--- src/rtl/fetch_pkg.sv ---
package fetch_pkg;

    ////////////////////////////////////////////////////////////////////////////
    // Widths and constant words
    ////////////////////////////////////////////////////////////////////////////

    // Data and address width
    parameter int XLEN = 32;

    // Address of the first fetch after reset
    parameter logic [XLEN-1:0] PC_RESET = 32'h0000_0000;

    // addi x0, x0, 0
    parameter logic [XLEN-1:0] INSTR_NOP = 32'h0000_0013;

    ////////////////////////////////////////////////////////////////////////////
    // Major opcodes, instruction bits 6 to 2
    ////////////////////////////////////////////////////////////////////////////

    parameter logic [4:0] OPCODE_LOAD   = 5'b00000;
    parameter logic [4:0] OPCODE_OP_IMM = 5'b00100;
    parameter logic [4:0] OPCODE_AUIPC  = 5'b00101;
    parameter logic [4:0] OPCODE_STORE  = 5'b01000;
    parameter logic [4:0] OPCODE_OP     = 5'b01100;
    parameter logic [4:0] OPCODE_LUI    = 5'b01101;
    parameter logic [4:0] OPCODE_BRANCH = 5'b11000;
    parameter logic [4:0] OPCODE_JALR   = 5'b11001;
    parameter logic [4:0] OPCODE_JAL    = 5'b11011;
    parameter logic [4:0] OPCODE_SYSTEM = 5'b11100;

    // Fetch exceptions, misaligned uses the privileged spec cause value
    typedef enum logic [3:0] {
        EXC_CODE_INSTR_MISALIGN = 4'd0,
        EXC_CODE_NO_EXCEPTION   = 4'd15
    } exc_code_e;

    // Coarse class handed to decode
    typedef enum logic [2:0] {
        CLASS_ALU    = 3'd0,
        CLASS_LOAD   = 3'd1,
        CLASS_STORE  = 3'd2,
        CLASS_BRANCH = 3'd3,
        CLASS_JAL    = 3'd4,
        CLASS_JALR   = 3'd5,
        CLASS_SYSTEM = 3'd6,
        CLASS_OTHER  = 3'd7
    } instr_class_e;

endpackage

--- src/rtl/imem_rom.sv ---
`timescale 1ns/1ns

module imem_rom #(
    parameter int DEPTH       = 64,
    parameter int WAIT_STATES = 1
) (
    input  logic                          clk,
    input  logic                          rst_n,
    input  logic                          load_en_i,
    input  logic [$clog2(DEPTH)-1:0]      load_addr_i,
    input  logic [fetch_pkg::XLEN-1:0]    load_data_i,
    input  logic                          req_i,
    input  logic [fetch_pkg::XLEN-1:0]    addr_i,
    output logic                          ack_o,
    output logic [fetch_pkg::XLEN-1:0]    rdata_o
);

    // Wide enough to hold WAIT_STATES, even when it is zero
    localparam int CW = $clog2(WAIT_STATES + 2);

    logic [fetch_pkg::XLEN-1:0] mem [DEPTH];
    logic [fetch_pkg::XLEN-3:0] word_idx;
    logic                       same_req;
    logic [CW-1:0]              elapsed;
    logic [CW-1:0]              cnt_q;
    logic                       req_q;
    logic [fetch_pkg::XLEN-1:0] addr_q;

    // Program load port
    always_ff @(posedge clk) begin
        if (load_en_i) begin
            mem[load_addr_i] <= load_data_i;
        end
    end

    // Word index, anything past the array reads as a NOP
    assign word_idx = addr_i[fetch_pkg::XLEN-1:2];
    assign rdata_o  = (word_idx < DEPTH) ? mem[word_idx[$clog2(DEPTH)-1:0]]
                                         : fetch_pkg::INSTR_NOP;

    // Same request as last cycle, still waiting
    assign same_req = req_q && (addr_q == addr_i);
    assign elapsed  = same_req ? cnt_q : '0;
    assign ack_o    = req_i && (elapsed == CW'(WAIT_STATES));

    // Wait counter, restarts on a dropped req, a new address or an ack
    always_ff @(posedge clk) begin
        if (!rst_n) begin
            req_q <= 1'b0;
            cnt_q <= '0;
        end else begin
            req_q <= req_i && !ack_o;
            cnt_q <= elapsed + 1'b1;
        end
    end

    always_ff @(posedge clk) begin
        addr_q <= addr_i;
    end

    // Requester must not move the address before ack
    a_addr_stable : assert property (@(posedge clk) disable iff (!rst_n)
        (req_i && !ack_o) |=> (!req_i || $stable(addr_i)))
        else $error("imem_rom: address changed while request pending");

endmodule

--- src/rtl/fetch.sv ---
`timescale 1ns/1ns

module fetch (
    input  logic                          clk,
    input  logic                          rst_n,

    // Hazard and redirect inputs
    input  logic                          stall_i,
    input  logic                          exe_redirect_i,
    input  logic [fetch_pkg::XLEN-1:0]    exe_pc_i,
    input  logic                          csr_redirect_i,
    input  logic [fetch_pkg::XLEN-1:0]    csr_pc_i,
    input  logic                          irq_i,

    // Instruction memory
    output logic                          mem_req_o,
    output logic [fetch_pkg::XLEN-1:0]    mem_addr_o,
    input  logic                          mem_ack_i,
    input  logic [fetch_pkg::XLEN-1:0]    mem_rdata_i,

    // To predecode
    output logic                          if_valid_o,
    output logic [fetch_pkg::XLEN-1:0]    if_instr_o,
    output logic [fetch_pkg::XLEN-1:0]    if_pc_o,
    output logic [fetch_pkg::XLEN-1:0]    if_pc_next_o,
    output logic                          if_exc_req_o,
    output fetch_pkg::exc_code_e          if_exc_code_o,
    output logic                          if_irq_o
);

    logic [fetch_pkg::XLEN-1:0] pc_q;
    logic [fetch_pkg::XLEN-1:0] pc_next;
    logic [fetch_pkg::XLEN-1:0] pc_plus_4;
    logic [fetch_pkg::XLEN-1:0] jal_imm;
    logic                       redirect;
    logic                       misaligned;
    logic                       fetch_ok;
    logic                       is_jal;
    logic                       exc_emit;
    logic                       irq_emit;
    logic                       exc_hold_q;
    logic                       irq_q;
    logic                       irq_sent_q;

    ////////////////////////////////////////////////////////////////////////////
    // Request side
    ////////////////////////////////////////////////////////////////////////////

    assign redirect   = csr_redirect_i || exe_redirect_i;
    assign misaligned = pc_q[1:0] != 2'b00;

    // No request on a redirect, a bad PC or a pending interrupt
    assign mem_req_o  = !redirect && !misaligned && !irq_q;
    assign mem_addr_o = pc_q;

    // Word accepted, stalled acks are dropped and refetched
    assign fetch_ok = mem_ack_i && mem_req_o && !stall_i;

    // J-type immediate, sign extended
    assign jal_imm = {{12{mem_rdata_i[31]}}, mem_rdata_i[19:12], mem_rdata_i[20],
                      mem_rdata_i[30:21], 1'b0};
    assign is_jal  = fetch_ok && (mem_rdata_i[6:2] == fetch_pkg::OPCODE_JAL);

    assign pc_plus_4 = pc_q + 32'd4;

    ////////////////////////////////////////////////////////////////////////////
    // Next PC, csr first then exe, hold, JAL, sequential
    ////////////////////////////////////////////////////////////////////////////

    always_comb begin
        if (csr_redirect_i) begin
            pc_next = csr_pc_i;
        end else if (exe_redirect_i) begin
            pc_next = exe_pc_i;
        end else if (stall_i || !fetch_ok) begin
            // Waiting on ack, stalled, or parked on exc / irq
            pc_next = pc_q;
        end else if (is_jal) begin
            pc_next = pc_q + jal_imm;
        end else begin
            pc_next = pc_plus_4;
        end
    end

    always_ff @(posedge clk) begin
        if (!rst_n) begin
            pc_q <= fetch_pkg::PC_RESET;
        end else begin
            pc_q <= pc_next;
        end
    end

    ////////////////////////////////////////////////////////////////////////////
    // Exception and interrupt tracking
    ////////////////////////////////////////////////////////////////////////////

    // One marker item each, then park
    assign irq_emit = irq_q && !irq_sent_q && !stall_i && !redirect;
    assign exc_emit = misaligned && !irq_q && !exc_hold_q && !stall_i && !redirect;

    always_ff @(posedge clk) begin
        if (!rst_n) begin
            exc_hold_q <= 1'b0;
            irq_q      <= 1'b0;
            irq_sent_q <= 1'b0;
        end else begin
            // Any redirect releases the misalign park
            if (redirect) begin
                exc_hold_q <= 1'b0;
            end else if (exc_emit) begin
                exc_hold_q <= 1'b1;
            end
            // Only the CSR unit retires an interrupt
            if (csr_redirect_i) begin
                irq_q      <= 1'b0;
                irq_sent_q <= 1'b0;
            end else begin
                if (irq_i) begin
                    irq_q <= 1'b1;
                end
                if (irq_emit) begin
                    irq_sent_q <= 1'b1;
                end
            end
        end
    end

    ////////////////////////////////////////////////////////////////////////////
    // Outputs to predecode
    ////////////////////////////////////////////////////////////////////////////

    assign if_valid_o    = fetch_ok || exc_emit || irq_emit;
    assign if_instr_o    = fetch_ok ? mem_rdata_i : fetch_pkg::INSTR_NOP;
    assign if_pc_o       = pc_q;
    // JAL reports its link address
    assign if_pc_next_o  = is_jal ? pc_plus_4 : pc_next;
    assign if_exc_req_o  = misaligned && !irq_q;
    assign if_exc_code_o = if_exc_req_o ? fetch_pkg::EXC_CODE_INSTR_MISALIGN
                                        : fetch_pkg::EXC_CODE_NO_EXCEPTION;
    assign if_irq_o      = irq_q;

    // Execute and CSR never steer fetch in the same cycle
    a_one_redirect : assert property (@(posedge clk) disable iff (!rst_n)
        !(exe_redirect_i && csr_redirect_i))
        else $error("fetch: exe and csr redirect together");

endmodule

--- src/rtl/instr_predecode.sv ---
`timescale 1ns/1ns

module instr_predecode #(
    parameter int WAIT_STATES = 1
) (
    input  logic                          clk,
    input  logic                          rst_n,
    input  logic                          if_valid_i,
    input  logic [fetch_pkg::XLEN-1:0]    if_instr_i,
    input  logic [fetch_pkg::XLEN-1:0]    if_pc_i,
    input  logic [fetch_pkg::XLEN-1:0]    if_pc_next_i,
    input  logic                          if_exc_req_i,
    input  fetch_pkg::exc_code_e          if_exc_code_i,
    input  logic                          if_irq_i,
    output logic                          id_valid_o,
    output logic [fetch_pkg::XLEN-1:0]    id_instr_o,
    output logic [fetch_pkg::XLEN-1:0]    id_pc_o,
    output logic [fetch_pkg::XLEN-1:0]    id_pc_next_o,
    output fetch_pkg::instr_class_e       id_class_o,
    output logic                          id_exc_req_o,
    output fetch_pkg::exc_code_e          id_exc_code_o,
    output logic                          id_irq_o
);

    fetch_pkg::instr_class_e cls;

    // Major opcode to class, marker items never look like real work
    always_comb begin
        case (if_instr_i[6:2])
            fetch_pkg::OPCODE_OP,
            fetch_pkg::OPCODE_OP_IMM,
            fetch_pkg::OPCODE_LUI,
            fetch_pkg::OPCODE_AUIPC:  cls = fetch_pkg::CLASS_ALU;
            fetch_pkg::OPCODE_LOAD:   cls = fetch_pkg::CLASS_LOAD;
            fetch_pkg::OPCODE_STORE:  cls = fetch_pkg::CLASS_STORE;
            fetch_pkg::OPCODE_BRANCH: cls = fetch_pkg::CLASS_BRANCH;
            fetch_pkg::OPCODE_JAL:    cls = fetch_pkg::CLASS_JAL;
            fetch_pkg::OPCODE_JALR:   cls = fetch_pkg::CLASS_JALR;
            fetch_pkg::OPCODE_SYSTEM: cls = fetch_pkg::CLASS_SYSTEM;
            default:                  cls = fetch_pkg::CLASS_OTHER;
        endcase
        if (if_exc_req_i || if_irq_i) begin
            cls = fetch_pkg::CLASS_OTHER;
        end
    end

    // Valid strobe
    always_ff @(posedge clk) begin
        if (!rst_n) begin
            id_valid_o <= 1'b0;
        end else begin
            id_valid_o <= if_valid_i;
        end
    end

    // Payload, loaded only with a new item
    always_ff @(posedge clk) begin
        if (if_valid_i) begin
            id_instr_o    <= if_instr_i;
            id_pc_o       <= if_pc_i;
            id_pc_next_o  <= if_pc_next_i;
            id_class_o    <= cls;
            id_exc_req_o  <= if_exc_req_i;
            id_exc_code_o <= if_exc_code_i;
            id_irq_o      <= if_irq_i;
        end
    end

    // Memory items need at least one wait cycle between them
    a_mem_gap : assert property (@(posedge clk) disable iff (!rst_n)
        (WAIT_STATES != 0 && id_valid_o && !id_exc_req_o && !id_irq_o)
        |=> !(id_valid_o && !id_exc_req_o && !id_irq_o))
        else $error("instr_predecode: back to back memory items");

endmodule

--- src/rtl/fetch_top.sv ---
`timescale 1ns/1ns

module fetch_top #(
    parameter int ROM_DEPTH   = 64,
    parameter int WAIT_STATES = 1
) (
    input  logic                          clk,
    input  logic                          rst_n,

    // ROM program load
    input  logic                          load_en_i,
    input  logic [$clog2(ROM_DEPTH)-1:0]  load_addr_i,
    input  logic [fetch_pkg::XLEN-1:0]    load_data_i,

    // Pipeline control
    input  logic                          stall_i,
    input  logic                          exe_redirect_i,
    input  logic [fetch_pkg::XLEN-1:0]    exe_pc_i,
    input  logic                          csr_redirect_i,
    input  logic [fetch_pkg::XLEN-1:0]    csr_pc_i,
    input  logic                          irq_i,

    // Decode side
    output logic                          id_valid_o,
    output logic [fetch_pkg::XLEN-1:0]    id_instr_o,
    output logic [fetch_pkg::XLEN-1:0]    id_pc_o,
    output logic [fetch_pkg::XLEN-1:0]    id_pc_next_o,
    output fetch_pkg::instr_class_e       id_class_o,
    output logic                          id_exc_req_o,
    output fetch_pkg::exc_code_e          id_exc_code_o,
    output logic                          id_irq_o
);

    // Fetch to ROM
    logic                       mem_req;
    logic [fetch_pkg::XLEN-1:0] mem_addr;
    logic                       mem_ack;
    logic [fetch_pkg::XLEN-1:0] mem_rdata;

    // Fetch to predecode
    logic                       if_valid;
    logic [fetch_pkg::XLEN-1:0] if_instr;
    logic [fetch_pkg::XLEN-1:0] if_pc;
    logic [fetch_pkg::XLEN-1:0] if_pc_next;
    logic                       if_exc_req;
    fetch_pkg::exc_code_e       if_exc_code;
    logic                       if_irq;

    imem_rom #(
        .DEPTH       (ROM_DEPTH),
        .WAIT_STATES (WAIT_STATES)
    ) u_imem_rom (
        .clk         (clk),
        .rst_n       (rst_n),
        .load_en_i   (load_en_i),
        .load_addr_i (load_addr_i),
        .load_data_i (load_data_i),
        .req_i       (mem_req),
        .addr_i      (mem_addr),
        .ack_o       (mem_ack),
        .rdata_o     (mem_rdata)
    );

    fetch u_fetch (
        .clk            (clk),
        .rst_n          (rst_n),
        .stall_i        (stall_i),
        .exe_redirect_i (exe_redirect_i),
        .exe_pc_i       (exe_pc_i),
        .csr_redirect_i (csr_redirect_i),
        .csr_pc_i       (csr_pc_i),
        .irq_i          (irq_i),
        .mem_req_o      (mem_req),
        .mem_addr_o     (mem_addr),
        .mem_ack_i      (mem_ack),
        .mem_rdata_i    (mem_rdata),
        .if_valid_o     (if_valid),
        .if_instr_o     (if_instr),
        .if_pc_o        (if_pc),
        .if_pc_next_o   (if_pc_next),
        .if_exc_req_o   (if_exc_req),
        .if_exc_code_o  (if_exc_code),
        .if_irq_o       (if_irq)
    );

    instr_predecode #(
        .WAIT_STATES (WAIT_STATES)
    ) u_instr_predecode (
        .clk           (clk),
        .rst_n         (rst_n),
        .if_valid_i    (if_valid),
        .if_instr_i    (if_instr),
        .if_pc_i       (if_pc),
        .if_pc_next_i  (if_pc_next),
        .if_exc_req_i  (if_exc_req),
        .if_exc_code_i (if_exc_code),
        .if_irq_i      (if_irq),
        .id_valid_o    (id_valid_o),
        .id_instr_o    (id_instr_o),
        .id_pc_o       (id_pc_o),
        .id_pc_next_o  (id_pc_next_o),
        .id_class_o    (id_class_o),
        .id_exc_req_o  (id_exc_req_o),
        .id_exc_code_o (id_exc_code_o),
        .id_irq_o      (id_irq_o)
    );

endmodule

--- config.mk ---
export PLATFORM = sky130hd
export DESIGN_NAME = fetch_top
export DESIGN_NICKNAME = d
export VERILOG_FILES = /design/src/rtl/fetch_pkg.sv /design/src/rtl/imem_rom.sv /design/src/rtl/fetch.sv /design/src/rtl/instr_predecode.sv /design/src/rtl/fetch_top.sv
export SDC_FILE = /design/constraint.sdc
export NUM_CORES = 2
export LEC_CHECK = 0
export ABC_CLOCK_PERIOD_IN_PS = 8800
export CORE_ASPECT_RATIO = 0.75
export CORE_MARGIN = 2
export CORE_UTILIZATION = 45
export CTS_CLUSTER_SIZE = 40
export DETAILED_ROUTE_END_ITERATION = 7
export DONT_BUFFER_PORTS = 1
export PLACE_DENSITY_LB_ADDON = 0.1
export SYNTH_ARGS = -nofsm -noshare
export SYNTH_HDL_FRONTEND = slang
export SYNTH_SLANG_ARGS = --single-unit
--- constraint.sdc ---
create_clock -name clk -period 8.8 [get_ports clk]
set_input_delay 2.64 -clock clk [delete_from_list [all_inputs] [get_ports clk]]
set_output_delay 2.64 -clock clk [all_outputs]
set_load 0.02 [all_outputs]
-- Word level (Yosys, flattened, before mapping)
Memory sizes are Yosys's and may differ from the RTL's. A register that Yosys moved wholly into a read port is not among the register bits.
Cells that the tools add are included.
- memories: 2
- output and inout port bits: 106
- bits in read-only memories: 96
- register bits after elaboration: 173
- RAM bits: 2048
- mux-type cells: 12
- $add $sub $neg: 3
- bitwise operators: 1
- reduce and logical (&&, ||, !) cells: 32
- order comparisons: 1
- eq/ne operators: 3
- memories (name ; words ; width ; rd ports ; clocked after Yosys merged registers in ; wr ports ; RTL line ; source):
    u_imem_rom.mem ; 64 ; 32 ; 1 ; 1 ; 1 ; imem_rom.sv:21 ; logic [fetch_pkg::XLEN-1:0] mem [DEPTH];
    (no name shown) ; 32 ; 3 ; 1 ; 1 ; 0 ; instr_predecode.sv:29 ; case (if_instr_i[6:2])
- operators with widths (kind ; number):
    2-to-1 mux 32 bit ; 6
    adder 32 x 3 -> 32 bit, second input constant ; 1
    adder 32 bit ; 1
    == test 32 bit ; 1
    less-than comparator 30 x 7 -> 1 bit, second input constant ; 1
    logical AND 1 bit ; 15
    zero test 1 bit ; 8
    2-to-1 mux 7 bit ; 1
    2-to-1 mux 6 bit ; 1
    == test 5 bit, second input constant ; 1
    logical OR 1 bit ; 5
    2-to-1 mux 4 bit ; 1
    OR reduction 2 bit ; 2
    adder 2 x 1 -> 2 bit, second input constant ; 1
    == test 2 x 1 -> 1 bit, second input constant ; 1
    2-to-1 mux 1 bit ; 2
    2-to-1 mux 2 bit ; 1
    AND reduction 2 bit ; 1
    nonzero test 2 bit ; 1
    inverter 1 bit ; 1

-- Logic depth before layout (Yosys ltp)
- depth after elaboration: 13
- gate-level depth with buffers: 25

-- Hierarchy
From an unflattened synthesis, not the netlist that was laid out.
- cell total of the unflattened synthesis: 4350
- area total of the unflattened synthesis: 88238.4 um2
- by module, submodules not included (module ; cells an instance ; seq. area each (um2) ; times used ; area each (um2)):
    imem_rom ; 3440 ; 62199.7 ; 1 ; 79602.6
    fetch ; 788 ; 700.7 ; 1 ; 5371.4
    instr_predecode ; 122 ; 3173.0 ; 1 ; 3264.4

-- Least setup slack after synthesis
No wires, ideal clock.
- path type: input to register
- start point: in exe_redirect_i
- end point: reg u_instr_predecode.id_class_o[0] (enable)
- required time: 7.862 ns
- buffers on the path: 5
- slack: 2.071 ns
- arrival: 5.791 ns
- library setup time: 0.938 ns
- stages: 9
- path through: clkbuf_1 -> or2_1 -> buf_2 -> nor2_1 -> nand3_1 -> clkbuf_1 -> clkbuf_1 -> clkbuf_1 -> nand2_1
- cells in the longest elaborated chain, start to end: 9
- elaborated cells between the ends (all ways): 12
- ends and longest elaborated chain (item ; RTL line ; source):
    from (decl) ; fetch_top.sv:17 ; input logic exe_redirect_i,
    logical OR 1 bit * ; fetch.sv:49 ; assign redirect = csr_redirect_i || exe_redirect_i;
    zero test 1 bit * ; fetch.sv:53, fetch.sv:98, fetch.sv:99 ;
    logical AND 1 bit (2 in series) ; fetch.sv:53 ; assign mem_req_o = !redirect && !misaligned && !irq_q;
    logical AND 1 bit ; imem_rom.sv:44 ; assign ack_o = req_i && (elapsed == CW'(WAIT_STATES));
    logical AND 1 bit (2 in series) ; fetch.sv:57 ; assign fetch_ok = mem_ack_i && mem_req_o && !stall_i;
    logical OR 1 bit ; fetch.sv:132 ; assign if_valid_o = fetch_ok || exc_emit || irq_emit;
    logical OR 1 bit * ; fetch.sv:132 ;
    via if_valid ; fetch_top.sv:41 ; logic if_valid;
    to (decl) ; instr_predecode.sv:19 ; output fetch_pkg::instr_class_e id_class_o,
Mark *: on every way through the listed nets, which the timed path passes. The rest lies on a longest branch.
A chain may end at the register's enable or synchronous reset.

-- Worst setup path in the final report
- start point: reg u_fetch.pc_q (netlist bit u_fetch.if_pc_o[2])
- end point: reg u_fetch.pc_q (netlist bit u_fetch.if_pc_o[3])
- cells in the longest elaborated chain, start to end: 12
- elaborated cells between the ends (all ways): 19
- ends and longest elaborated chain (item ; RTL line ; source):
    from (decl) ; fetch.sv:31 ; logic [fetch_pkg::XLEN-1:0] pc_q;
    from (signal assigned) ; fetch.sv:87 ; pc_q <= fetch_pkg::PC_RESET;
    from (signal assigned) ; fetch.sv:89 ; pc_q <= pc_next;
    parallel branches: the longest is 9 deep, another holds adder 32 bit ; -- ;
    2-to-1 mux 32 bit * ; fetch.sv:75 ; end else if (stall_i || !fetch_ok) begin
    2-to-1 mux 32 bit * ; fetch.sv:73 ; end else if (exe_redirect_i) begin
    2-to-1 mux 32 bit * ; fetch.sv:71 ; if (csr_redirect_i) begin
Mark *: on every way between the ends.

==> metrics.yaml <==
setup_path:
  start_kind: "register"
  r2r_end: "u_fetch.if_pc_o[3]"
  reg2reg_slack_ns: 2.22
  reg2reg_depth: 12
  crit_arrival_ns: 7.19
  crit_type: "reg2reg"
  end_kind: "register"
  regToRegStartpoint: "u_fetch.if_pc_o[2]"
  cp_data_required_time_ns: 9.41
  crit_fanout: 45
floorplanning:
  num_rows: 139
  die_area_sq_um: 196000
  core_area_sq_um: 191000
  fp.dieH_um: 384
  die_w_um: 511
  start_util_pct: 45.3
  pin_count: 215
route:
  drtAntennaViolNets: 1
  vias: 42900
  drt_wl_total_um: 244000
  firstDrtPassIters: 6
  drc: 0
  wl_per_cell_um: 35.4
  dr.first_iter.drc_count: 5500
  viasPerCell: 6.22
clock_network:
  clockBufferDepth: 3
  cts_made_buffers: 208
  ctsResizeCount: 0
  clock_latency_ns: 0.84
  htree_levels: 4
  post_cts_buffers: 0
  clk_pin_slew_worst_paths_ns: 0.06
  clock-sinks: 2221
  ctsHoldBuffers: 0
  clockRootBuffer: "clkbuf_16"
  cts_tree: "done"
synth:
  synth-main-ff-cell: "edfxtp_1"
  synth_warnings: 0
  synth_cells: 4039
  netlist.area_leader.share_pct: 74.4
  yosysTopAreaCell: "edfxtp_1"
  synth.net_count: 4170
  ys_seq_elements: 2221
  syn_area_sq_um: 86700
  synth_edf_count: 2150
  synthArstFlopShare_pct: 0
  ys_seq_area_share_pct: 76.1
  syn-mean-instance-area_sq_um: 21.5
  synth_top_cells_by_count: "edfxtp_1, mux4_2, nand2_1"
  synthTopCellsByArea: "edfxtp_1, mux4_2, dfxtp_1"
  ys_types: 84
  yosysMostFrequentCell: "edfxtp_1"
sta:
  hold_viol_final: 0
  worst_pin_slew_ns: 1.28
  finalSetupViolCount: 0
  post-route-min-period_ns: 6.58
  finalClockSkew_ns: 0.0259
  worst_slack_ns: 2.22
  slew_headroom_pct: 14.0
  fin_tns_setup_ns: 0
  post-route-period-util_pct: 74.8
  final-max-slew-violation-count: 0
  holdWs_ns: 0.479
  rsz0062_at_grt: "no"
  max_freq_ghz: 0.152
power:
  powerDensity_nw_per_um2: 225
  p_leak_nw: 29.6
  pwr-share-comb_pct: 5.7
  p_int_mw: 17.1
  power_frac_clock_pct: 40.4
  seqPwrFrac_pct: 53.8
  switching_share_pct: 21.6
  power.switching_mw: 4.73
  vdd_ir_drop_max_uv: 219
worst_hold_path:
  hp-class: "reg2reg"
  worstHoldPathCells: 2
  whs_endpoint: "u_fetch.irq_sent_q"
  min_from: "u_fetch.irq_sent_q"
placement:
  dp_slack_ns: 2.22
  gp_congestion: 0.820
  dp_hpwl_um: 132000
  port_buffers: 0
grt:
  grt_pass1_wl_um: 339000
  grt.overflow.total: 0
  track_usage_pct: 24.8
  antenna_found_initial: 16
  grt_max_degree: 123
  grt_pass1_vias: 41900
outcome:
  violations: "antenna rules"
  outcome: "finished with violations"
layout:
  nets: 4282
  drive_above_1_share_pct: 25.9
  syn_to_final_growth_pct: 11.9
  utilization_pct: 50.7
flow_run:
  maxCapViolCount: 0
-- stage by stage --
step           instances  instance area [sq um]  power [mW]
3_5_place_dp        6479                  90400        13.3
4_1_cts             6868                  97000        22.1
3_3_place_gp        6479                  90400        13.3
2_1_floorplan       4039                  86700        12.9
6_report            6887                  97000        21.9
5_1_grt             6872                  97000        22.5
-- worst max-delay path, stage by stage (launching register included) --
cell,delay [ns]
dfxtp_4,0.72
buf_4,0.66
buf_4,0.79
mux2_2,0.42
o22ai_1,0.17
nor3_1,0.08
o32ai_1,0.88
o311a_2,0.44
nand4_2,0.21
nor2_4,0.73
mux2i_1,0.17
o211ai_1,0.18
nor3b_1,0.81
-- power groups by stage --
stage	Sequential (mW)	Combinational (mW)	Clock, mW
after floorplan	12.0	0.890	0
after global placement	12.0	1.26	0
after detailed placement	12.0	1.26	0
after CTS	11.8	1.26	9.01
after global routing	11.8	1.33	9.43
final	11.8	1.26	8.85
-- logic make-up after synthesis --
kind of cell / count (synthesis) / share of synthesized area (%)
DFF: 2221 / 76.1
muxes: 661 / 16.4
and+or+nand+nor: 550 / 3.01
AOI/OAI and AO/OA: 269 / 2.10
buffers and inverters: 243 / 1.37
xor gates and xnor gates: 73 / 0.737
adders and majority gates: 22 / 0.326
-- sequential cells by signal, summed over array words and instances, names as in the netlist, 2 cells and up --
name,count
u_instr_predecode.id_class_o,3
u_instr_predecode.id_instr_o,32
u_instr_predecode.id_pc_o,32
u_instr_predecode.id_pc_next_o,32
u_imem_rom.addr_q,32
u_fetch.if_pc_o,32
u_imem_rom.cnt_q,2
u_imem_rom.mem,2048
-- layout by cell type, fill, tap and decap left out, drive strengths merged, types with 5 or more instances in the layout --
| cell type | Yosys | layout |
|---|---|---|
| clkbuf | 103 | 264 |
| and3 | 39 | 39 |
| nor4 | 13 | 13 |
| a21oi | 65 | 65 |
| bufinv | 0 | 16 |
| o311a | 5 | 5 |
| o221ai | 5 | 5 |
| a311oi | 27 | 27 |
| nor2 | 132 | 132 |
| a221oi | 7 | 7 |
| o21bai | 7 | 7 |
| nor3 | 25 | 25 |
| or3 | 5 | 5 |
| xnor2 | 57 | 57 |
| o211ai | 12 | 12 |
| ha | 21 | 21 |
| o31ai | 7 | 7 |
| o21a | 8 | 8 |
| nand4 | 21 | 21 |
| inv | 17 | 27 |
| mux2i | 44 | 44 |
| edfxtp | 2150 | 2150 |
| nand3 | 35 | 35 |
| and2 | 29 | 29 |
| mux4 | 607 | 607 |
| nand2 | 212 | 212 |
| a211oi | 14 | 14 |
| nand2b | 10 | 10 |
| clkinvlp | 0 | 7 |
| clkinv | 4 | 96 |
| o22ai | 17 | 17 |
| dfxtp | 71 | 71 |
| mux2 | 10 | 10 |
| xor2 | 16 | 16 |
| nor2b | 11 | 11 |
| diode | 0 | 19 |
| o21ai | 52 | 52 |
| a21o | 11 | 11 |
| a22oi | 8 | 8 |
| buf | 119 | 124 |
-- layout make-up --
type	count	area, sq um
antenna	19	47.5
clock buffer	264	5520
clock inverter	125	1090
fill	15100	94500
inverter	21	88.8
multi-input combinational	1575	20100
sequential	2221	66000
tap	2538	3180
timing repair buffer	124	1030
-- worst max-delay path by stage --
stage                       startpoint                               to
global placement        exe_redirect_i               u_fetch.if_pc_o[3]
finish              u_fetch.if_pc_o[2]               u_fetch.if_pc_o[3]
global route        u_fetch.if_pc_o[2]               u_fetch.if_pc_o[3]
floorplan               exe_redirect_i  u_instr_predecode.id_class_o[0]
detailed placement      exe_redirect_i               u_fetch.if_pc_o[3]
CTS                 u_fetch.if_pc_o[2]               u_fetch.if_pc_o[3]
-- layer usage --
metal / vias to the layer above / global-route usage [%] / wire length (um)
li1: 17200 / - / -
met1: 23500 / 37.6 / 108000
met2: 1877 / 37.2 / 110000
met3: 286 / 5.49 / 20400
met4: 4 / 5.04 / 4390
met5: - / 0 / 28
(Power assumes the default switching activity.)
